===== src/logic/riscv_dcache_pkg.sv =====
`default_nettype none

package riscv_dcache_pkg;

  //////////////////// sizes
  localparam int DATA_WIDTH   = 128;  // bits per line
  localparam int DATAPBLOCK   = 16;   // bytes per line
  localparam int CACHE_DEPTH  = 16;
  localparam int MEM_DEPTH    = 256;  // dram blocks
  localparam int BYTE_OFF     = 4;
  localparam int INDEX        = 4;
  localparam int TAG          = 4;
  localparam int ADDR         = BYTE_OFF + INDEX + TAG;  // 12 address bits in use
  localparam int DRAM_LATENCY = 4;
  localparam int LAT_W        = $clog2(DRAM_LATENCY + 1);

  //////////////////// encodings
  typedef enum logic [2:0] {
    IDLE, WRITEBACK, ALLOCATE, AMO_READ, AMO_WRITE, AMO_DONE
  } dcache_state_t;

  // funct5 of the A extension
  typedef enum logic [4:0] {
    AMOADD  = 5'b00000,
    AMOSWAP = 5'b00001,
    AMOXOR  = 5'b00100,
    AMOOR   = 5'b01000,
    AMOAND  = 5'b01100,
    AMOMIN  = 5'b10000,
    AMOMAX  = 5'b10100,
    AMOMINU = 5'b11000,
    AMOMAXU = 5'b11100
  } amo_op_t;

  typedef enum logic [1:0] {ST_BYTE, ST_HALF, ST_WORD, ST_DOUBLE} store_src_t;

  typedef enum logic [1:0] {INSEL_CPU, INSEL_MEM, INSEL_AMO} line_insel_t;

endpackage

`default_nettype wire


===== src/logic/riscv_dcache_data.sv =====
`timescale 1ns/1ps
`default_nettype none

module riscv_dcache_data (
  input  logic                                    i_riscv_dcache_clk,
  input  logic                                    i_wren,
  input  riscv_dcache_pkg::line_insel_t           i_insel,
  input  logic [riscv_dcache_pkg::INDEX-1:0]      i_index,
  input  logic [riscv_dcache_pkg::BYTE_OFF-1:0]   i_byte_offset,
  input  riscv_dcache_pkg::store_src_t            i_store_src,
  input  logic [riscv_dcache_pkg::DATA_WIDTH-1:0] i_data_in,
  output logic [riscv_dcache_pkg::DATA_WIDTH-1:0] o_data_out
);
  import riscv_dcache_pkg::*;

  logic [DATA_WIDTH-1:0] lines [CACHE_DEPTH];
  logic [DATAPBLOCK-1:0] base_mask;
  logic [DATAPBLOCK-1:0] byte_en;
  logic [DATA_WIDTH-1:0] store_data;

  assign o_data_out = lines[i_index];  // combinational read

  //////////////////// byte enables
  always_comb begin
    case (i_store_src)
      ST_BYTE: base_mask = DATAPBLOCK'(16'h0001);
      ST_HALF: base_mask = DATAPBLOCK'(16'h0003);
      ST_WORD: base_mask = DATAPBLOCK'(16'h000f);
      default: base_mask = DATAPBLOCK'(16'h00ff);
    endcase
  end

  assign byte_en = base_mask << i_byte_offset;

  // doubleword already sits in its half, shift low bytes up to the offset
  assign store_data = i_data_in << {i_byte_offset[2:0], 3'b000};

  //////////////////// line write
  always_ff @(posedge i_riscv_dcache_clk) begin
    if (i_wren) begin
      if (i_insel == INSEL_CPU) begin
        for (int b = 0; b < DATAPBLOCK; b++) begin
          if (byte_en[b]) lines[i_index][b*8 +: 8] <= store_data[b*8 +: 8];
        end
      end else begin
        lines[i_index] <= i_data_in;  // refill or amo, whole line
      end
    end
  end

endmodule

`default_nettype wire


===== config.mk =====
export PLATFORM = sky130hd
export DESIGN_NAME = riscv_dcache_data
export DESIGN_NICKNAME = d
export VERILOG_FILES = /design/src/logic/riscv_dcache_pkg.sv /design/src/logic/riscv_dcache_data.sv
export SDC_FILE = /design/constraint.sdc
export NUM_CORES = 2
export LEC_CHECK = 0
export ABC_CLOCK_PERIOD_IN_PS = 2470
export BUFFER_PORTS_ARGS = -buffer_cell sky130_fd_sc_hd__buf_2
export CAP_MARGIN = 25
export CORE_ASPECT_RATIO = 0.6
export CORE_MARGIN = 3
export CORE_UTILIZATION = 50
export DETAILED_ROUTE_END_ITERATION = 8
export PLACE_DENSITY_LB_ADDON = 0.1
export SKIP_LAST_GASP = 1
export SLEW_MARGIN = 40
export SYNTH_ARGS = -nofsm -noshare
export SYNTH_HDL_FRONTEND = slang
export SYNTH_SLANG_ARGS = --single-unit

===== constraint.sdc =====
create_clock -name i_riscv_dcache_clk -period 2.47 [get_ports i_riscv_dcache_clk]
set_input_delay 0.494 -clock i_riscv_dcache_clk [delete_from_list [all_inputs] [get_ports i_riscv_dcache_clk]]
set_output_delay 0.494 -clock i_riscv_dcache_clk [all_outputs]
set_load 0.01 [all_outputs]

==> out/summary.txt <==
outcome: finished, violations left
failing checks: negative setup slack
cell taking the most area after synthesis: edfxtp_1
Worst-Margin Slew: 0.859 ns
Adder-Cell Fraction of Synth Area: 0
PnR worst setup slack: -0.387 ns
asr flop ratio synth: 0
DRC: 0
crit-path cells: mux4_2 -> a22oi_2 -> buf_4 -> nand2_4 -> buf_6
CP Buf/Inv Count: 2
Placer Congestion: 0.927
Gate Count Post-Synth: 4183
top area cells in the synthesized netlist: edfxtp_1 (74%), mux4_2 (14%), a22oi_1 (2.4%), mux2_2 (1.5%), nand2_1 (1.1%)
Worst setup EP type: output port
critical path depth: 5
YS warnings: 0
clk slew on worst S/H paths: 0.07 ns
H-tree Lvls: 4
clk buf depth: 4
flops & latches, synth: 2048
Worst EP required: 1.98 ns
count of final setup violators: 128
pin count of the biggest net entering global routing: 103
first-pass GRT wire length: 350 mm
RSZ-0062 raised after global routing: true
hold path start: i_data_in[123]
Synth Net Count: 4325
Rel. slew slack: 0.425
Port Buffers: 269
Synth top area share: 0.743
slowest stage delay, CP: 0.52 ns
number of synthesized flops with an enable pin: 2048
Critical Path AT: 2.36 ns
Post-Route WL: 246 mm
Post-synth top cells: edfxtp_1 (2048), mux4_2 (512), a22oi_1 (264)
area grow syn2layout: 23.3%
Max-Cap Viols: 0
PD cells: 755 nW/µm²
drt wl/cell: 32.7 µm
Chip Width: 531 µm
Final #Nets: 5291
mux contribution to synthesized area: 0.158
layout cells sized above 1: 0.442
Post-Synth Simple-Gate Area: 0.0289
CTS tree: done
final hold viol count: 0
IO Pins: 270
Post-CTS Hold Buffers: 0
vias in the first global route: 46400
core area: 163000 µm²
commonest register cell after synthesis: edfxtp_1
die area: 171000 µm²
total power: 77.0 mW
max reg flops: 2048
final setup TNS: -25.51 ns
crit share post-route: 1.16
kind of critical path: flop to output port
Crit Path Max Fanout: 1
GRT overflow: 0
die height: 321 µm
Top Registers: lines: 2048 flops
critical path startpoint category: flop
crit-path leading delay family: multiplexers
critical path endpoint: o_data_out[82]
starting density of the core: 0.509
CP startpoint: lines[8][82]
vias per cell: 6.28
unique cell type count in the Yosys netlist: 61
Max Slew Vio Count: 0
CTS root buf: clkbuf_16
Detailed Route Iter0 Violations: 6175
Mapped Avg Cell Area: 19.8 µm²
dominant cell by count in the synthesized netlist: edfxtp_1
compound-cell area share of the yosys netlist: 0.0534
gr usage total: 0.287
sequential fraction of the synthesis area: 0.743
# fillers: 11300
min-delay worst type: input port to flop
post-synthesis xor/xnor area fraction: 0
Detail Route Antenna Nets: 0
max frequency: 350 MHz
DP HPWL: 172 mm
Leak Pwr: 33.3 nW
Worst path slowest cell: mux4_2
synthesized cell area: 82800 µm²
initial antenna violation count: 88
site row count: 114
first drt pass iteration count: 5
crit path time final: 2.86 ns
largest family of logic cells by synthesized area: multiplexers
largest register by flop count: lines
Sink Count: 2048
routed vias: 47300
CTS buffer count: 188
worst vdd rail ir drop: 0.000651 V
[cells in the final DEF (no fill, tap or decap), drive strengths merged, types with 7 or more instances in the layout]
master,synthesis,routed
a31oi,9,9
bufbuf,0,7
o221ai,15,15
or2,10,10
mux2i,25,25
nor2b,13,13
a21o,8,8
nor3b,16,16
a22o,7,7
nand2,252,252
o22ai,138,138
mux2,112,112
bufinv,0,19
clkinv,1,72
o21a,7,7
edfxtp,2048,2048
nor2,247,247
o21ai,26,26
clkinvlp,0,10
nand3,13,13
diode,0,41
o31ai,81,81
buf,172,1067
nor3,19,19
a21oi,30,30
mux4,512,512
a22oi,264,264
inv,4,9
clkbuf,126,222
[per-stage QoR]
step           instances  hold WS, ns  utilization  cell area [µm²]  setup slack [ns]
5_1_grt             7524        0.159        0.627           102000            -0.449
3_5_place_dp        7130         1.02        0.577            93900            -0.460
4_1_cts             7482        0.110        0.624           102000            -0.403
3_3_place_gp        7129         1.01        0.576            93800            -0.460
6_report            7531        0.182        0.627           102000            -0.387
2_1_floorplan       4183        0.910            -            82800           -0.0874
[layout make-up]
class / count / area [µm²] / area share
flip-flops and latches: 2048 / 61500 / 0.603
multi-input cells: 1832 / 21400 / 0.210
repair buffers: 1074 / 10300 / 0.101
clock buffers: 222 / 4850 / 0.0476
well taps: 2204 / 2760 / 0.0270
clock inverters: 105 / 1070 / 0.0105
diodes: 41 / 103 / 0.00101
inverters: 5 / 18.8 / 0.000184
[worst min-delay path: stages]
cell and delay, ns:
buf_2 0.09, nand2_1 0.05, o31ai_2 0.09, buf_12 0.16
[layer usage]
metal	global-route usage	part of all wire
met1	0.437	0.42
met2	0.420	0.45
met3	0.0567	0.092
met5	0	0.00012
met4	0.0965	0.033
[worst min-delay path by stage]
| stage | slack (ns) | depth (start not counted) | endpoint |
|---|---|---|---|
| final | 0.18 | 4 | lines[1][123] |
| after CTS | 0.11 | 4 | lines[1][123] |
| after detailed placement | 1.02 | 4 | lines[6][123] |
| after global routing | 0.16 | 4 | lines[0][125] |
| after global placement | 1.01 | 4 | lines[3][125] |
| after floorplan | 0.91 | 1 | lines[0][0] |
[logic make-up (layout without fill, tap and decap cells)]
logic type | Yosys count | in the layout
flops | 2048 | 2048
mux | 649 | 649
compound gates | 601 | 601
simple gates | 582 | 582
buf+inv | 303 | 1406
other cells | 0 | 41
[power breakdown]
group          internal [mW]  switching (mW)  leakage, nW
sequential              39.6           0.165         17.8
combinational           3.54            4.93         12.6
clock                   16.0            12.7         2.88
[repair_timing]
| item | CTS | global route |
|---|---|---|
| cloned | 9 | 0 |
| setup endpoints to repair | 128 | 128 |
| pin swaps | 174 | 32 |
| setup buffers | 18 | 9 |
| resized for setup | 305 | 44 |
Note: power is estimated with default switching activity, not from simulation.
