**config.mk**
```make
export PLATFORM = sky130hd
export DESIGN_NAME = riscv_dcache_tag
export DESIGN_NICKNAME = d
export VERILOG_FILES = /design/src/logic/riscv_dcache_pkg.sv /design/src/logic/riscv_dcache_tag.sv
export SDC_FILE = /design/constraint.sdc
export NUM_CORES = 1
export LEC_CHECK = 0
export ABC_AREA = 1
export BUFFER_PORTS_ARGS = -buffer_cell sky130_fd_sc_hd__buf_4
export CAP_MARGIN = 40
export CORE_MARGIN = 1
export CORE_UTILIZATION = 64
export CTS_BUF_LIST = sky130_fd_sc_hd__clkbuf_2 sky130_fd_sc_hd__clkbuf_4 sky130_fd_sc_hd__clkbuf_8
export CTS_CLUSTER_DIAMETER = 200
export DETAILED_ROUTE_END_ITERATION = 6
export GPL_TIMING_DRIVEN = 1
export PLACE_DENSITY = 0.82
export REMOVE_ABC_BUFFERS = 1
export SYNTH_ARGS = -nofsm -noshare
export SYNTH_HDL_FRONTEND = slang
export SYNTH_SLANG_ARGS = --single-unit
```
**constraint.sdc**
```tcl
create_clock -name i_riscv_dcache_clk -period 1.2 [get_ports i_riscv_dcache_clk]
set_input_delay 0.12 -clock i_riscv_dcache_clk [delete_from_list [all_inputs] [get_ports i_riscv_dcache_clk]]
set_output_delay 0.12 -clock i_riscv_dcache_clk [all_outputs]
set_load 0.005 [all_outputs]
```
**src/logic/riscv_dcache_pkg.sv**
```systemverilog
`default_nettype none

package riscv_dcache_pkg;

  //////////////////// sizes
  localparam int DATA_WIDTH   = 128;  // bits per line
  localparam int DATAPBLOCK   = 16;   // bytes per line
  localparam int CACHE_DEPTH  = 16;
  localparam int MEM_DEPTH    = 256;  // dram blocks
  localparam int BYTE_OFF     = 4;
  localparam int INDEX        = 4;
  localparam int TAG          = 4;
  localparam int ADDR         = BYTE_OFF + INDEX + TAG;  // 12 address bits in use
  localparam int DRAM_LATENCY = 4;
  localparam int LAT_W        = $clog2(DRAM_LATENCY + 1);

  //////////////////// encodings
  typedef enum logic [2:0] {
    IDLE, WRITEBACK, ALLOCATE, AMO_READ, AMO_WRITE, AMO_DONE
  } dcache_state_t;

  // funct5 of the A extension
  typedef enum logic [4:0] {
    AMOADD  = 5'b00000,
    AMOSWAP = 5'b00001,
    AMOXOR  = 5'b00100,
    AMOOR   = 5'b01000,
    AMOAND  = 5'b01100,
    AMOMIN  = 5'b10000,
    AMOMAX  = 5'b10100,
    AMOMINU = 5'b11000,
    AMOMAXU = 5'b11100
  } amo_op_t;

  typedef enum logic [1:0] {ST_BYTE, ST_HALF, ST_WORD, ST_DOUBLE} store_src_t;

  typedef enum logic [1:0] {INSEL_CPU, INSEL_MEM, INSEL_AMO} line_insel_t;

endpackage

`default_nettype wire

```
**src/logic/riscv_dcache_tag.sv**
```systemverilog
`timescale 1ns/1ps
`default_nettype none

module riscv_dcache_tag (
  input  logic                             i_riscv_dcache_clk,
  input  logic                             i_riscv_dcache_rst,
  input  logic [riscv_dcache_pkg::INDEX-1:0] i_index,
  input  logic [riscv_dcache_pkg::TAG-1:0]   i_tag,
  input  logic                             i_set_dirty,
  input  logic                             i_set_valid,
  input  logic                             i_replace_tag,
  output logic                             o_hit,
  output logic                             o_dirty,
  output logic [riscv_dcache_pkg::TAG-1:0]   o_tag_old
);
  import riscv_dcache_pkg::*;

  logic [CACHE_DEPTH-1:0] valid;
  logic [CACHE_DEPTH-1:0] dirty;
  logic [TAG-1:0]         tags [CACHE_DEPTH];

  assign o_tag_old = tags[i_index];
  assign o_hit     = valid[i_index] && (tags[i_index] == i_tag);
  assign o_dirty   = valid[i_index] & dirty[i_index];  // victim needs write-back

  always_ff @(posedge i_riscv_dcache_clk or posedge i_riscv_dcache_rst) begin
    if (i_riscv_dcache_rst) begin
      valid <= '0;
      dirty <= '0;
    end else if (i_set_valid) begin
      valid[i_index] <= 1'b1;
      dirty[i_index] <= 1'b0;  // fresh refill
    end else if (i_set_dirty) begin
      dirty[i_index] <= 1'b1;
    end
  end

  always_ff @(posedge i_riscv_dcache_clk) begin
    if (i_replace_tag) tags[i_index] <= i_tag;
  end

endmodule

`default_nettype wire

```
==> results.py <==
metrics = {
    "clock_tree": {
        "cts.sinks": 96,
        "cts-root-buf": "clkbuf_8",
        "h-tree-depth": 3,
        "clock_latency_ps": 360,
        "cts_buffers": 9,
        "cts_tree": "done",
        "clk_pin_slew_ps": 100,
        "clockBufferDepth": 2,
    },
    "worst_hold_path": {
        "worstHoldPathType": "input pin to flip-flop",
        "hold_depth": 1,
        "hp-start": "i_tag[3]",
    },
    "place": {
        "io_buffers": 18,
        "gp_congestion": 0.886,
        "pre_cts_slack_ps": -462,
        "dp_hpwl_mm": 7.36,
    },
    "timing": {
        "fin_crit_sh_pct": 155,
        "worst_clock_skew_ps": 0,
        "setup_viol": 6,
        "whs_ps": 70.9,
        "final.setup.worst_slack_ps": -661,
        "slew_viol_final": 0,
        "worstMarginPinSlew_ps": 451,
        "period_needed_ps": 1860,
        "fmax_mhz": 537,
        "fin_setup_tns_ps": -3050,
        "slew_headroom_pct": 69.9,
        "rsz0062_at_grt": "yes",
        "hold_viol_final": 0,
    },
    "outcome": {
        "status": "finished, violations left",
        "violations": "DRC, setup timing",
    },
    "run": {
        "cap_violations": 0,
    },
    "yosys": {
        "synth-main-ff-cell": "edfxtp_1",
        "ys_seq_area_share_pct": 61.8,
        "ys_types": 31,
        "async_flop_share_pct": 33.3,
        "ys_ff_latch": 96,
        "synth-edff-count": 64,
        "yosys_warnings": 0,
        "synth_area_mm2": 0.00441,
        "synthesis.instances": 463,
        "syn_avg_cell_area_um2": 9.52,
    },
    "grt": {
        "grt_pass1_wl_mm": 16.9,
        "antenna_found_initial": 0,
        "grt_overflow_total": 0,
        "track_usage_pct": 31.4,
        "grt_pass1_vias": 3551,
        "grt_max_degree": 33,
    },
    "power": {
        "p_int_w": 0.00503,
        "leakage_nw": 2.50,
        "combPwrFrac_pct": 15.8,
        "power.density_mw_per_mm2": 1270,
        "p_sw_w": 0.00193,
        "pwr-share-clk_pct": 28.8,
        "peakVddDrop_mv": 1.07,
        "power_w": 0.00696,
        "power_frac_seq_pct": 55.4,
        "swShare_pct": 27.7,
    },
    "setup_path": {
        "crit_chain": "nand2_2 > a21oi_2 > o21ai_1 > nand2_1 > o21bai_1 > nand3_1 > nor2_2 > buf_4",
        "worst-path-stages": 8,
        "startpoint_type": "flip-flop",
        "end_kind": "output pin",
        "worst_r2r_path_depth": 3,
        "timing.rr.start": "valid[7]$_DFFE_PP0P_",
        "cp_max_fo": 2,
        "crit_family": "simple AND/OR/NAND/NOR gates",
        "crit_required_ps": 1080,
        "crit_buf_inv": 1,
        "arrival_ps": 1740,
        "worstSetupPathType": "flip-flop to output pin",
        "max_stage_delay_ps": 410,
        "timing.critical_path.from": "tags[5][3]$_DFFE_PP_",
        "crit_slowest_cell": "edfxtp_1",
    },
    "die": {
        "start_util_pct": 67.8,
        "io_pins": 19,
        "fp.coreArea_mm2": 0.00649,
        "rows": 29,
        "chipWidth_um": 85.0,
        "die_area_mm2": 0.00722,
        "die_h_um": 85.0,
    },
    "final_layout": {
        "drive_above_1_share_pct": 29.4,
        "syn_to_final_growth_pct": 24.7,
        "nets": 569,
        "diodes": 0,
        "fin_util_pct": 84.6,
    },
    "detailed_routing": {
        "drtIter0Drc": 301,
        "drc_errors": 3,
        "detail-route-antenna-nets": 0,
        "routed_wl_mm": 10.9,
        "dr.pass1.iters": 7,
        "post_drt_wl_per_cell_um": 17.2,
        "vias_per_cell": 5.64,
        "num_vias": 3596,
    },
}
routing by layer:
layer,part of all wire (%),global-route usage (%),vias up
met5,0,0,-
met4,3.6,13.9,0
met3,7.8,5.64,43
met2,49,52.1,197
met1,39,40.8,1674
li1,-,-,1682
layout make-up:
type                            instances  area (um2)
Sequential cell                        96        2720
Multi-Input combinational cell        299        1470
Fill cell                             333         998
Timing Repair Buffer                   96         812
Inverter                               54         208
Clock buffer                            9         124
Tap cell                               77        96.3
Clock inverter                          7        60.1
kinds of logic (layout without fill, tap and decap cells):
kind of cell    Yosys count  in the layout  share of synthesized area [%]
compound gates           57             57                           8.49
buf+inv                  68            166                           7.18
flops                    96             96                           61.8
simple gates            242            242                           22.5
power by group through the flow:
stage | clock network, W | logic [W] | registers (W)
5_1_grt | 0.00216 | 0.00120 | 0.00387
3_5_place_dp | 0 | 0.000959 | 0.00391
2_1_floorplan | 0 | 0.000496 | 0.00388
3_3_place_gp | 0 | 0.000915 | 0.00391
4_1_cts | 0.00202 | 0.00103 | 0.00385
6_report | 0.00200 | 0.00110 | 0.00386
metrics by stage:
step	area, um2	cells
floorplan	4290	449
global placement	5140	618
detailed placement	5140	618
CTS	5400	637
global route	5500	638
finish	5500	638
final timing paths:
check                                   endpoint  slack [ps]
setup / recovery                           o_hit        -660
hold / removal             tags[13][3]$_DFFE_PP_          70
setup reg to reg            valid[7]$_DFFE_PP0P_         270
hold reg to reg            valid[13]$_DFFE_PP0P_         480
max in group asynchronous   valid[2]$_DFFE_PP0P_         520
min in group asynchronous  valid[12]$_DFFE_PP0P_         390
layout by cell type (no fill, tap or decap):
cell type / n
o221ai_1: 1
nand2_2: 19
nor2_4: 5
inv_8: 1
o22ai_1: 6
buf_4: 83
inv_4: 2
clkinv_4: 2
inv_1: 45
buf_12: 5
dfrtp_1: 32
inv_6: 3
edfxtp_1: 64
nand4_2: 1
and2_4: 1
o22ai_2: 1
o21ai_0: 14
clkbuf_8: 9
nand2_4: 1
nand3_1: 2
inv_2: 7
buf_6: 7
dlygate4sd3_1: 1
nand4_1: 4
o21ai_1: 4
clkinv_2: 1
a21oi_2: 1
nor2_2: 9
a21oi_1: 2
nor3_1: 1
a22oi_2: 4
or2_2: 1
o21bai_1: 10
nor2_8: 1
nor2_1: 27
a22oi_1: 14
nand2_1: 169
nand3_2: 1
cells in the mapped netlist, types with 2 or more instances:
library cell / instances / share of area (%)
edfxtp_1: 64 / 44
inv_2: 3 / 0.26
nand2_2: 6 / 0.85
a21oi_1: 3 / 0.34
nor2_2: 2 / 0.28
dfrtp_1: 32 / 18
clkbuf_1: 5 / 0.43
a22oi_1: 18 / 3.1
buf_2: 3 / 0.34
o22ai_1: 6 / 0.85
o21bai_1: 10 / 1.7
nor2_1: 38 / 3.2
o21ai_1: 3 / 0.34
inv_1: 51 / 4.3
nand3_1: 2 / 0.23
nand4_1: 4 / 0.57
nand2_1: 182 / 16
o21ai_0: 15 / 1.7
buf_6: 4 / 1.0
timing repair:
item,in CTS,in global routing
setup buffers,3,1
resized for setup,18,32
hold buffers,1,0
endpoints found under the setup margin,16,38
endpoints found under the hold margin,32,0
pin swaps,25,33
Power figures use the tool's default switching activity.
