<file path="config.mk">
export PLATFORM = sky130hd
export DESIGN_NAME = riscv_dcache_fsm
export DESIGN_NICKNAME = d
export VERILOG_FILES = /design/src/logic/riscv_dcache_pkg.sv /design/src/logic/riscv_dcache_fsm.sv
export SDC_FILE = /design/constraint.sdc
export NUM_CORES = 1
export LEC_CHECK = 0
export CAP_MARGIN = 20
export CORE_AREA = 2 2 39 41
export DETAILED_ROUTE_END_ITERATION = 12
export DIE_AREA = 0 0 41 43
export DONT_BUFFER_PORTS = 1
export GPL_ROUTABILITY_DRIVEN = 0
export GPL_TIMING_DRIVEN = 0
export HOLD_SLACK_MARGIN = 0.05
export PLACE_DENSITY = 0.54
export SLEW_MARGIN = 0
export SYNTH_ARGS = -nofsm -noshare
export SYNTH_HDL_FRONTEND = slang
export SYNTH_SLANG_ARGS = --single-unit
export TNS_END_PERCENT = 5
</file>
<file path="constraint.sdc">
create_clock -name i_riscv_dcache_clk -period 1.15 [get_ports i_riscv_dcache_clk]
set_input_delay 0.1725 -clock i_riscv_dcache_clk [delete_from_list [all_inputs] [get_ports i_riscv_dcache_clk]]
set_output_delay 0.1725 -clock i_riscv_dcache_clk [all_outputs]
set_load 0.02 [all_outputs]
</file>
<file path="src/logic/riscv_dcache_pkg.sv">
`default_nettype none

package riscv_dcache_pkg;

  //////////////////// sizes
  localparam int DATA_WIDTH   = 128;  // bits per line
  localparam int DATAPBLOCK   = 16;   // bytes per line
  localparam int CACHE_DEPTH  = 16;
  localparam int MEM_DEPTH    = 256;  // dram blocks
  localparam int BYTE_OFF     = 4;
  localparam int INDEX        = 4;
  localparam int TAG          = 4;
  localparam int ADDR         = BYTE_OFF + INDEX + TAG;  // 12 address bits in use
  localparam int DRAM_LATENCY = 4;
  localparam int LAT_W        = $clog2(DRAM_LATENCY + 1);

  //////////////////// encodings
  typedef enum logic [2:0] {
    IDLE, WRITEBACK, ALLOCATE, AMO_READ, AMO_WRITE, AMO_DONE
  } dcache_state_t;

  // funct5 of the A extension
  typedef enum logic [4:0] {
    AMOADD  = 5'b00000,
    AMOSWAP = 5'b00001,
    AMOXOR  = 5'b00100,
    AMOOR   = 5'b01000,
    AMOAND  = 5'b01100,
    AMOMIN  = 5'b10000,
    AMOMAX  = 5'b10100,
    AMOMINU = 5'b11000,
    AMOMAXU = 5'b11100
  } amo_op_t;

  typedef enum logic [1:0] {ST_BYTE, ST_HALF, ST_WORD, ST_DOUBLE} store_src_t;

  typedef enum logic [1:0] {INSEL_CPU, INSEL_MEM, INSEL_AMO} line_insel_t;

endpackage

`default_nettype wire

</file>
<file path="src/logic/riscv_dcache_fsm.sv">
`timescale 1ns/1ps
`default_nettype none

module riscv_dcache_fsm (
  input  logic                          i_riscv_dcache_clk,
  input  logic                          i_riscv_dcache_rst,
  input  logic                          i_cpu_wren,
  input  logic                          i_cpu_rden,
  input  logic                          i_cpu_amo,
  input  logic                          i_hit,
  input  logic                          i_dirty,
  input  logic                          i_mem_ready,
  input  logic                          i_globstall,
  output logic                          o_cache_wren,
  output riscv_dcache_pkg::line_insel_t o_cache_insel,
  output logic                          o_mem_rden,
  output logic                          o_mem_wren,
  output logic                          o_set_dirty,
  output logic                          o_set_valid,
  output logic                          o_replace_tag,
  output logic                          o_tag_sel,
  output logic                          o_amo_buffer_en,
  output logic                          o_amo_done,
  output logic                          o_stall
);
  import riscv_dcache_pkg::*;

  dcache_state_t state, next_state;
  logic          cpu_req;

  assign cpu_req   = i_cpu_wren | i_cpu_rden | i_cpu_amo;
  assign o_tag_sel = (state == WRITEBACK);  // victim address to dram

  //////////////////// state register
  // dram pulses come out of a register, high in the first cycle of the state
  always_ff @(posedge i_riscv_dcache_clk or posedge i_riscv_dcache_rst) begin
    if (i_riscv_dcache_rst) begin
      state      <= IDLE;
      o_mem_wren <= 1'b0;
      o_mem_rden <= 1'b0;
    end else begin
      state      <= next_state;
      o_mem_wren <= (next_state == WRITEBACK) && (state != WRITEBACK);
      o_mem_rden <= (next_state == ALLOCATE) && (state != ALLOCATE);
    end
  end

  //////////////////// next state and outputs
  always_comb begin
    next_state      = state;
    o_cache_wren    = 1'b0;
    o_cache_insel   = INSEL_CPU;
    o_set_dirty     = 1'b0;
    o_set_valid     = 1'b0;
    o_replace_tag   = 1'b0;
    o_amo_buffer_en = 1'b0;
    o_amo_done      = 1'b0;
    o_stall         = 1'b1;
    case (state)
      IDLE: begin
        o_stall = cpu_req & (~i_hit | i_cpu_amo);
        if (!i_globstall && cpu_req) begin
          if (!i_hit) begin
            next_state = i_dirty ? WRITEBACK : ALLOCATE;  // miss
          end else if (i_cpu_amo) begin
            next_state = AMO_READ;
          end else if (i_cpu_wren) begin
            o_cache_wren = 1'b1;  // store hit
            o_set_dirty  = 1'b1;
          end
        end
      end
      WRITEBACK: begin
        if (i_mem_ready) next_state = ALLOCATE;
      end
      ALLOCATE: begin
        if (i_mem_ready) begin
          o_cache_wren  = 1'b1;
          o_cache_insel = INSEL_MEM;
          o_set_valid   = 1'b1;  // also clears dirty
          o_replace_tag = 1'b1;
          next_state    = IDLE;
        end
      end
      AMO_READ: begin
        o_amo_buffer_en = 1'b1;  // grab old doubleword
        next_state      = AMO_WRITE;
      end
      AMO_WRITE: begin
        o_cache_wren  = 1'b1;
        o_cache_insel = INSEL_AMO;
        o_set_dirty   = 1'b1;
        next_state    = AMO_DONE;
      end
      AMO_DONE: begin
        o_stall    = 1'b0;
        o_amo_done = 1'b1;
        // wait out globstall so a held request is not replayed
        if (!i_globstall) next_state = IDLE;
      end
      default: next_state = IDLE;
    endcase
  end

endmodule

`default_nettype wire

</file>
==> summary.md <==
| Metric | Value |
|---|---|
| Status | `finished, violations left` |
| Failing checks | `negative setup slack` |
| Port Buffer Count | `0` |
| Number of remaining DRC errors | `0` |
| Crit path kind | `flip-flop to output port` |
| Io pins | `21` |
| Worst Path Arrival | `1.35 ns` |
| Pwr Total | `1277 µW` |
| Req. time, crit path | `0.98 ns` |
| Avg Inst Size Synth | `8.160 µm²` |
| Leading area contributor after synthesis | `dfrtp_1` |
| Syn_nets | `55` |
| Clock Sinks | `5` |
| Seq pwr share | `22.6%` |
| Post-DRT Antenna Nets | `0` |
| Max-slew violation count | `0` |
| RSZ-0062 raised after global routing | `true` |
| Final Hold Slack | `0.07031 ns` |
| Seq/Total Area, Yosys | `33.33%` |
| Critical path launch point | `state[2]$_DFF_PP0_` |
| CTS Buffer Depth | `2` |
| Initial Util | `27.12%` |
| Largest net degree at the start of global routing | `11` |
| Number of inserted diodes | `0` |
| H-tree levels | `1` |
| Yosys warns | `0` |
| Minimum clock period | `1.522 ns` |
| Slowest cell on the critical path | `or4_1` |
| Clk Tree Root Cell | `clkbuf_4` |
| Worst-Skew Late Latency | `0.24 ns` |
| Crit path max fanout | `3` |
| Total Routing Usage GR | `10.45%` |
| Cell Chain, Critical Path | `or4_1, a21o_1` |
| Iteration-0 DRC Markers | `9` |
| CP startpoint kind | `flip-flop` |
| Final setup fails | `14` |
| Post-synth top area share | `33.33%` |
| Hold wc startpoint | `i_mem_ready` |
| Final worst setup slack | `-0.3721 ns` |
| Least-Margin Pin Slew | `0.4238 ns` |
| Combinational share of power | `61.6%` |
| Die Y | `43 µm` |
| Global route total overflow | `0` |
| Vias | `364` |
| Wire length per cell | `12.99 µm` |
| Number of global-route vias before repair | `326` |
| First-pass GRT wire length | `1.159 mm` |
| Worst Hold Class | `primary input to flip-flop` |
| DR vias/cell | `5.127` |
| P_leak | `0.0002291 µW` |
| FF+latch count, synth | `5` |
| Pwr dens | `2309 nW/µm²` |
| Post-layout util | `39.96%` |
| DP Area | `419.2 µm²` |
| Distinct cells, synth | `26` |
| Sw Pwr | `580.9 µW` |
| CTS buffer count | `3` |
| Placed wire-length estimate | `672 µm` |
| Switching share of power | `45.49%` |
| Fin crit share | `132.4%` |
| Peak supply drop | `0.8428 mV` |
| Syn Inst Count | `46` |
| Core ar. | `1384 µm²` |
| Design area | `553.0 µm²` |
| Clock power share | `15.8%` |
| Relative slew slack | `71.63%` |
| Most frequent cells in the layout | `buf_6 (5), dfrtp_1 (5), nor2_4 (4)` |
| FP Rows | `14` |
| Initial antenna violation count | `0` |
| CP max stage delay | `0.47 ns` |
| Final WL | `922 µm` |
| DRT met1 WL | `403 µm` |
| Nets@finish | `65` |
| CTS tree | `built` |
| Final Hold Viols | `0` |
| Area Growth Syn to Fin | `47.33%` |
| Die width | `41 µm` |
| Syn Std Cell Area | `375.4 µm²` |
| Share of cells above drive strength 1 | `40.00%` |
| Routed wl met3 | `79 µm` |
| Router iterations before antenna repair | `3` |
| Internal Pwr Total | `695.9 µW` |
| Met2 WL | `439 µm` |
| Fin Clk Skew | `0.001014 ns` |
| Fmax | `657.0 MHz` |
| Maxcap violations | `0` |
| Delay-heaviest family, CP | `simple AND/OR/NAND/NOR gates` |
| Top cells by area, synth | `dfrtp_1 (33%), nor2_1 (7.0%), nor2b_1 (5.0%), buf_4 (4.0%), o21bai_1 (4.0%)` |
| CP bufs+invs | `0` |
| Critical R2R Launch | `state[0]$_DFF_PP0_` |
| CTS clock-pin slew for the worst setup and hold paths | `0.04 ns` |
| Max layer used | `met3` |
| CP endpoint kind | `output port` |
| Die area | `1763 µm²` |
## per-stage QoR
step / cells / worst slack, ns / TNS, ns
after floorplan: 46 / -0.1246 / -0.8058
after global placement: 62 / -0.2342 / -2.105
after detailed placement: 62 / -0.2334 / -2.142
after CTS: 70 / -0.3997 / -3.303
after global routing: 71 / -0.3985 / -3.888
final: 71 / -0.3721 / -3.011
## cell type report
type,count,area (µm²)
fill,149,830.8
multi-input combinational,34,272.8
tap,16,20.02
inverter,2,7.507
buffer,5,56.30
clock buffer,4,26.28
sequential,5,125.1
timing repair buffer,5,45.04
## power by group through the flow
stage	clock (µW)	combinational, µW	sequential [µW]
2_1_floorplan	0	532	287
3_3_place_gp	0	601	298
3_5_place_dp	0	601	297
4_1_cts	212	706	288
5_1_grt	231	836	295
6_report	201	787	289
## worst paths after layout
path | depth (start not counted) | end | slack (ns)
min in group asynchronous | 2 | state[1]$_DFF_PP0_ | 0.27
worst min register to register | 2 | state[0]$_DFF_PP0_ | 0.58
worst min-delay path | 2 | o_mem_rden$_DFF_PP0_ | 0.07
worst max-delay path | 2 | o_stall | -0.37
max in group asynchronous | 2 | state[0]$_DFF_PP0_ | 0.72
worst max register to register | 5 | o_mem_rden$_DFF_PP0_ | -0.23
## worst reg2reg max path: cells and delay by family (launching register included)
| family | cells | cell delay [ns] |
|---|---|---|
| AO/OA/AOI/OAI | 2 | 0.39 |
| AND/OR/NAND/NOR | 1 | 0.24 |
| flip-flops | 1 | 0.37 |
| buffers and inverters | 2 | 0.28 |
## state kept, by name, summed over array words and instances (netlist names)
name / count
o_mem_wren: 1
o_mem_rden: 1
state: 3
## cells in the mapped netlist
library cell	instances
nor3b_1	1
nand2_1	3
nand2b_1	2
clkbuf_1	1
nand3b_1	1
o21ba_1	1
or4_1	1
o21bai_1	2
mux2i_1	1
nor4_1	1
nor2b_1	3
buf_6	1
a2111o_1	1
a21oi_1	2
dfrtp_1	5
o31ai_1	1
buf_4	2
nor2_1	7
o21ai_0	1
o22ai_1	2
buf_2	1
inv_1	2
and2_1	1
a21o_1	1
nor4bb_1	1
o21ai_1	1
## metal layers
layer / up-vias / global-route usage, %
met5: - / 0
li1: 178 / -
met3: 0 / 8.901
met4: 0 / 4.000
met2: 15 / 14.69
met1: 171 / 10.97
## what timing repair did
item                       CTS  global route
setup endpoints to repair   14            14
resized for setup           10             9
pin swaps                    3             5
hold endpoints to repair     6             0
setup buffers                1             1
hold buffers                 3             0
## cells by family (layout without fill, tap and decap cells)
logic type	after synthesis	count (layout)	share of synthesized area [%]
flip-flops	5	5	33.33
multiplexers	1	1	2.667
AO/OA/AOI/OAI	12	12	22.33
buffers and inverters	7	16	11.33
AND/OR/NAND/NOR	21	21	30.34
Power figures use the tool's default switching activity.
