--- config.mk ---
export PLATFORM = sky130hd
export DESIGN_NAME = riscv_amo_unit
export DESIGN_NICKNAME = d
export VERILOG_FILES = /design/src/logic/riscv_dcache_pkg.sv /design/src/logic/riscv_amo_unit.sv
export SDC_FILE = /design/constraint.sdc
export NUM_CORES = 1
export LEC_CHECK = 0
export BUFFER_PORTS_ARGS = -buffer_cell sky130_fd_sc_hd__buf_2
export CORE_ASPECT_RATIO = 1.2
export CORE_MARGIN = 2
export CORE_UTILIZATION = 45
export DETAILED_ROUTE_END_ITERATION = 7
export PLACE_DENSITY = 0.7
export SLEW_MARGIN = 0
export SYNTH_ARGS = -nofsm -noshare
export SYNTH_HDL_FRONTEND = slang
export SYNTH_SLANG_ARGS = --single-unit
--- constraint.sdc ---
create_clock -name vclk -period 6.1
set_clock_uncertainty 0.2 [all_clocks]
set_input_delay 0.305 -clock vclk [all_inputs]
set_output_delay 0.305 -clock vclk [all_outputs]
set_load 0.02 [all_outputs]
--- src/logic/riscv_dcache_pkg.sv ---
`default_nettype none

package riscv_dcache_pkg;

  //////////////////// sizes
  localparam int DATA_WIDTH   = 128;  // bits per line
  localparam int DATAPBLOCK   = 16;   // bytes per line
  localparam int CACHE_DEPTH  = 16;
  localparam int MEM_DEPTH    = 256;  // dram blocks
  localparam int BYTE_OFF     = 4;
  localparam int INDEX        = 4;
  localparam int TAG          = 4;
  localparam int ADDR         = BYTE_OFF + INDEX + TAG;  // 12 address bits in use
  localparam int DRAM_LATENCY = 4;
  localparam int LAT_W        = $clog2(DRAM_LATENCY + 1);

  //////////////////// encodings
  typedef enum logic [2:0] {
    IDLE, WRITEBACK, ALLOCATE, AMO_READ, AMO_WRITE, AMO_DONE
  } dcache_state_t;

  // funct5 of the A extension
  typedef enum logic [4:0] {
    AMOADD  = 5'b00000,
    AMOSWAP = 5'b00001,
    AMOXOR  = 5'b00100,
    AMOOR   = 5'b01000,
    AMOAND  = 5'b01100,
    AMOMIN  = 5'b10000,
    AMOMAX  = 5'b10100,
    AMOMINU = 5'b11000,
    AMOMAXU = 5'b11100
  } amo_op_t;

  typedef enum logic [1:0] {ST_BYTE, ST_HALF, ST_WORD, ST_DOUBLE} store_src_t;

  typedef enum logic [1:0] {INSEL_CPU, INSEL_MEM, INSEL_AMO} line_insel_t;

endpackage

`default_nettype wire

--- src/logic/riscv_amo_unit.sv ---
`timescale 1ns/1ps
`default_nettype none

module riscv_amo_unit (
  input  riscv_dcache_pkg::amo_op_t i_amo_op,
  input  logic [63:0]               i_rs1data,  // old memory value
  input  logic [63:0]               i_rs2data,
  input  logic                      i_enable,
  output logic [63:0]               o_result
);
  import riscv_dcache_pkg::*;

  logic lt_signed;
  logic lt_unsigned;

  assign lt_signed   = $signed(i_rs1data) < $signed(i_rs2data);
  assign lt_unsigned = i_rs1data < i_rs2data;

  always_comb begin
    o_result = '0;
    if (i_enable) begin
      case (i_amo_op)
        AMOADD:  o_result = i_rs1data + i_rs2data;
        AMOSWAP: o_result = i_rs2data;
        AMOXOR:  o_result = i_rs1data ^ i_rs2data;
        AMOOR:   o_result = i_rs1data | i_rs2data;
        AMOAND:  o_result = i_rs1data & i_rs2data;
        AMOMIN:  o_result = lt_signed ? i_rs1data : i_rs2data;
        AMOMAX:  o_result = lt_signed ? i_rs2data : i_rs1data;
        AMOMINU: o_result = lt_unsigned ? i_rs1data : i_rs2data;
        AMOMAXU: o_result = lt_unsigned ? i_rs2data : i_rs1data;
        default: o_result = '0;
      endcase
    end
  end

endmodule

`default_nettype wire

==> flow_metrics.env, run 1 <==
export IMPL_p_leak_nw=5.54
export IMPL_tightest_slew_ns=1.19
export IMPL_dieArea_mm2=0.0249
export IMPL_fin_crit_ns=4.92
export IMPL_seq_area_um2=0
export IMPL_antenna_found_initial=0
export IMPL_slew_viol_final=0
export IMPL_firstDrtPassIters=6
export IMPL_synth_area_per_cell_um2=6.45
export IMPL_dp_cells=2057
export IMPL_cp_start_kind="primary input"
export IMPL_gp_congestion=1.03
export IMPL_worstSetupPathType="primary input to primary output"
export IMPL_period_share_pct=80.7
export IMPL_die_y_um=172
export IMPL_core_area_mm2=0.0232
export IMPL_layout_nets=2071
export IMPL_power_density_mw_per_mm2=80.7
export IMPL_fmax_ghz=0.203
export IMPL_hold_violations=0
export IMPL_port_buffer_count=198
export IMPL_crit_arrival_ns=4.42
export IMPL_crit_path_end_kind="primary output"
export IMPL_holdPathEnd="o_result[34]"
export IMPL_via_per_inst=6.44
export IMPL_final_common_cell="buf_2"
export IMPL_ctsHoldBuffers=0
export IMPL_whs_path_depth=4
export IMPL_drc=0
export IMPL_grt_overflow_total=0
export IMPL_max_slew_margin_rel_pct=20.7
export IMPL_final_cell_mix="buf_2, ha_1, inv_1"
export IMPL_std_cell_rows=61
export IMPL_cts_setup_buffers=0
export IMPL_hold_class="primary input to primary output"
export IMPL_grt_use_total_pct=33.0
export IMPL_hp_start="i_rs2data[34]"
export IMPL_drtIter0Drc=1126
export IMPL_vias=13200
export IMPL_dpl_hpwl_mm=32.3
export IMPL_grt_start_max_net_pins=87
export IMPL_grt_pass1_wl_mm=65.7
export IMPL_drive_gt1_share_pct=15.2
export IMPL_path_max_fanout=36
export IMPL_ant_nets=0
export IMPL_rsz0062_at_grt="false"
export IMPL_ir_worst_vdd_mv=0.0580
export IMPL_wl_mm=42.9
export IMPL_required_ns=5.59
export IMPL_first_global_vias=12200
export IMPL_syn_area_mm2=0.0106
export IMPL_die_x_um=144
export IMPL_clock_buffers=0
export IMPL_seq_cell_count=0
export IMPL_yosysWarnings=0
export IMPL_yosysUniqueCellTypes=89
export IMPL_tns_ns=0
export IMPL_n_antenna_cell=0
export IMPL_maxCapViolCount=0
export IMPL_synth_fp_nets=1978
export IMPL_io_pin_count=198
export IMPL_syn_to_final_growth_pct=9.60
export IMPL_status="finished clean"
export IMPL_wire_per_inst_um=20.8
export IMPL_synthCells=1651
export IMPL_setup_viol_count_final=0
export IMPL_start_util_pct=45.9
export IMPL_fill_cells=2482
export IMPL_cts_resized=0
export IMPL_final_cells=2057
export IMPL_yosysSeqAreaShare_pct=0
stage by stage:
stage / hold slack (ns) / area, um^2 / setup slack [ns] / utilization [%] / power [mW]
3_5_place_dp: 0.801 / 11700 / 1.25 / 50.3 / 0.915
5_1_grt: 0.815 / 11700 / 0.828 / 50.3 / 1.03
2_1_floorplan: 0.595 / 10600 / 2.50 / - / 0.631
3_3_place_gp: 0.794 / 11700 / 1.32 / 50.3 / 0.906
4_1_cts: 0.805 / 11700 / 1.23 / 50.3 / 0.920
6_report: 0.803 / 11700 / 1.18 / 50.3 / 0.942
worst max-delay path, stage by stage:
cell	delay [ns]
buf_2	0.11
inv_1	0.05
ha_1	0.46
nor4_1	0.69
nand4_1	0.26
nor4_2	0.31
and4b_1	0.28
a21bo_2	0.20
o21ai_1	0.15
a21oi_4	0.53
buf_4	0.55
o31ai_1	0.11
a31oi_1	0.19
buf_2	0.20
cells by family (layout without fill, tap and decap cells):
group / count (synthesis) / in the layout / synth area share, %
xor+xnor: 33 / 33 / 3.13
fa+ha+maj: 193 / 193 / 22.8
mux: 21 / 21 / 2.13
simple gates: 512 / 512 / 23.6
buf+inv: 294 / 385 / 11.0
compound gates: 598 / 598 / 37.4
final cells by class:
cell class | instances | area, um^2 | share of cell area [%]
Inverter | 166 | 623 | 5.34
Multi-Input combinational cell | 1357 | 9500 | 81.4
Tap cell | 315 | 394 | 3.38
Timing Repair Buffer | 219 | 1150 | 9.87
cells in the mapped netlist (30+ instances only):
master,n,area (um^2)
a21oi_1,136,681
a31oi_1,70,438
clkbuf_1,87,327
ha_1,192,2400
inv_1,162,608
nand2_1,142,533
nand3_1,65,325
nor2_1,135,507
nor3_1,33,165
o211ai_1,30,225
o21ai_0,106,531
o31ai_1,54,405
how the worst max path moves through the flow:
stage,slack (ns),to,depth (start not counted),startpoint
6_report,1.18,o_result[20],14,i_rs1data[37]
5_1_grt,0.83,o_result[12],14,i_rs1data[37]
4_1_cts,1.23,o_result[12],14,i_rs1data[37]
3_5_place_dp,1.25,o_result[12],14,i_rs1data[37]
3_3_place_gp,1.32,o_result[20],14,i_rs1data[37]
2_1_floorplan,2.50,o_result[63],12,i_rs1data[54]
layer usage:
metal	GRT usage, %	vias up	share of wire [%]
li1	-	6213	-
met5	0	-	0
met2	56.8	688	47
met1	42.3	6223	41
met3	3.07	117	7.9
met4	12.7	0	4.3
where the power goes:
part,internal (mW),switching [mW],total [mW]
logic,0.316,0.626,0.942
registers,0,0,0
clock network,0,0,0
total,0.316,0.626,0.942
Note: power is estimated with default switching activity, not from simulation.
==> run 2: changes to the inputs <==
==> constraint.sdc (replaced) <==
create_clock -name vclk -period 4.76
set_clock_uncertainty 0.2 [all_clocks]
set_input_delay 0.238 -clock vclk [all_inputs]
set_output_delay 0.238 -clock vclk [all_outputs]
set_load 0.02 [all_outputs]
==> run 2 against run 1 <==
Against the previous run: utilization increased by 1.1 points; flip-flop and latch count unchanged; setup slack worse by 0.82 ns; critical path type unchanged; critical endpoint is now o_result[46]; largest cell class unchanged.
==> flow_metrics.env, run 2 (synthesis gave the netlist of run 1 again) <==
export IMPL_status="finished clean"
export IMPL_seq_area_um2=0
export IMPL_via_per_inst=6.40
export IMPL_wire_per_inst_um=20.8
export IMPL_fin_crit_ns=4.40
export IMPL_start_util_pct=45.9
export IMPL_grt_overflow_total=0
export IMPL_crit_arrival_ns=3.96
export IMPL_final_common_cell="buf_2"
export IMPL_ctsHoldBuffers=0
export IMPL_wl_met2_mm=20.2
export IMPL_core_area_mm2=0.0232
export IMPL_io_pin_count=198
export IMPL_maxCapViolCount=0
export IMPL_rsz0062_at_grt="false"
export IMPL_slew_viol_final=0
export IMPL_first_global_vias=12300
export IMPL_top_layer_used="met5"
export IMPL_final_cell_mix="buf_2, ha_1, inv_1"
export IMPL_die_x_um=144
export IMPL_tightest_slew_ns=1.08
export IMPL_period_share_pct=92.5
export IMPL_antenna_found_initial=3
export IMPL_hold_violations=0
export IMPL_std_cell_rows=61
export IMPL_drtIter0Drc=1310
export IMPL_tns_ns=0
export IMPL_cts_setup_buffers=0
export IMPL_worstSetupPathType="primary input to primary output"
export IMPL_gp_congestion=1.01
export IMPL_drive_gt1_share_pct=16.6
export IMPL_routed_wl_met3_mm=3.49
export IMPL_ant_nets=0
export IMPL_max_slew_margin_rel_pct=26.9
export IMPL_wl_met1_mm=17.9
export IMPL_hold_class="primary input to primary output"
export IMPL_drc=0
export IMPL_required_ns=4.32
export IMPL_path_max_fanout=34
export IMPL_firstDrtPassIters=7
export IMPL_wl_mm=43.5
export IMPL_fmax_ghz=0.227
export IMPL_cp_start_kind="primary input"
export IMPL_syn_to_final_growth_pct=11.9
export IMPL_dpl_hpwl_mm=33.5
export IMPL_seq_cell_count=0
export IMPL_grt_start_max_net_pins=56
export IMPL_dieArea_mm2=0.0249
export IMPL_port_buffer_count=198
export IMPL_vias=13400
export IMPL_die_y_um=172
export IMPL_cts_resized=0
export IMPL_clock_buffers=0
export IMPL_setup_viol_count_final=0
export IMPL_crit_path_end_kind="primary output"
export IMPL_layout_nets=2102
export IMPL_grt_use_total_pct=33.7
export IMPL_grt_pass1_wl_mm=67.1
[run 2: path summary, 6_finish.rpt]
kind	start	endpoint	slack [ns]	depth (start not counted)
hold / removal	i_rs2data[42]	o_result[42]	0.67	4
setup / recovery	i_rs1data[57]	o_result[46]	0.36	14
[run 2: critical path, stage by stage]
cell and delay (ns):
buf_2 0.14, inv_1 0.09, ha_1 0.44, nor4_2 0.47, nand2_1 0.21, nor4_2 0.38, and4b_1 0.26, a21bo_2 0.19
o21ai_1 0.14, a21oi_4 0.56, buf_12 0.30, o31ai_1 0.09, a41oi_1 0.22, buf_2 0.19
[run 2: through the flow]
step                instances  area [um^2]  hold WS, ns  utilization (%)  setup slack (ns)
floorplan                1651        10600        0.461                -              1.29
global placement         2088        11900        0.660             51.3             0.549
detailed placement       2088        11900        0.667             51.3             0.472
CTS                      2088        11900        0.670             51.3             0.450
global route             2088        11900        0.678             51.3             0.138
finish                   2089        11900        0.666             51.3             0.358
[run 2: cell type report]
class | instances | area, um^2
Fill cell | 2473 | 11300
Multi-Input combinational cell | 1357 | 9500
Timing Repair Buffer | 250 | 1400
Inverter | 166 | 623
Tap cell | 315 | 394
Antenna cell | 1 | 2.50
[run 2: per-layer routing]
metal / track usage (%) / vias to the layer above
met5: 0 / -
met3: 3.24 / 123
met2: 57.4 / 699
li1: - / 6305
met4: 13.6 / 4
met1: 43.6 / 6230
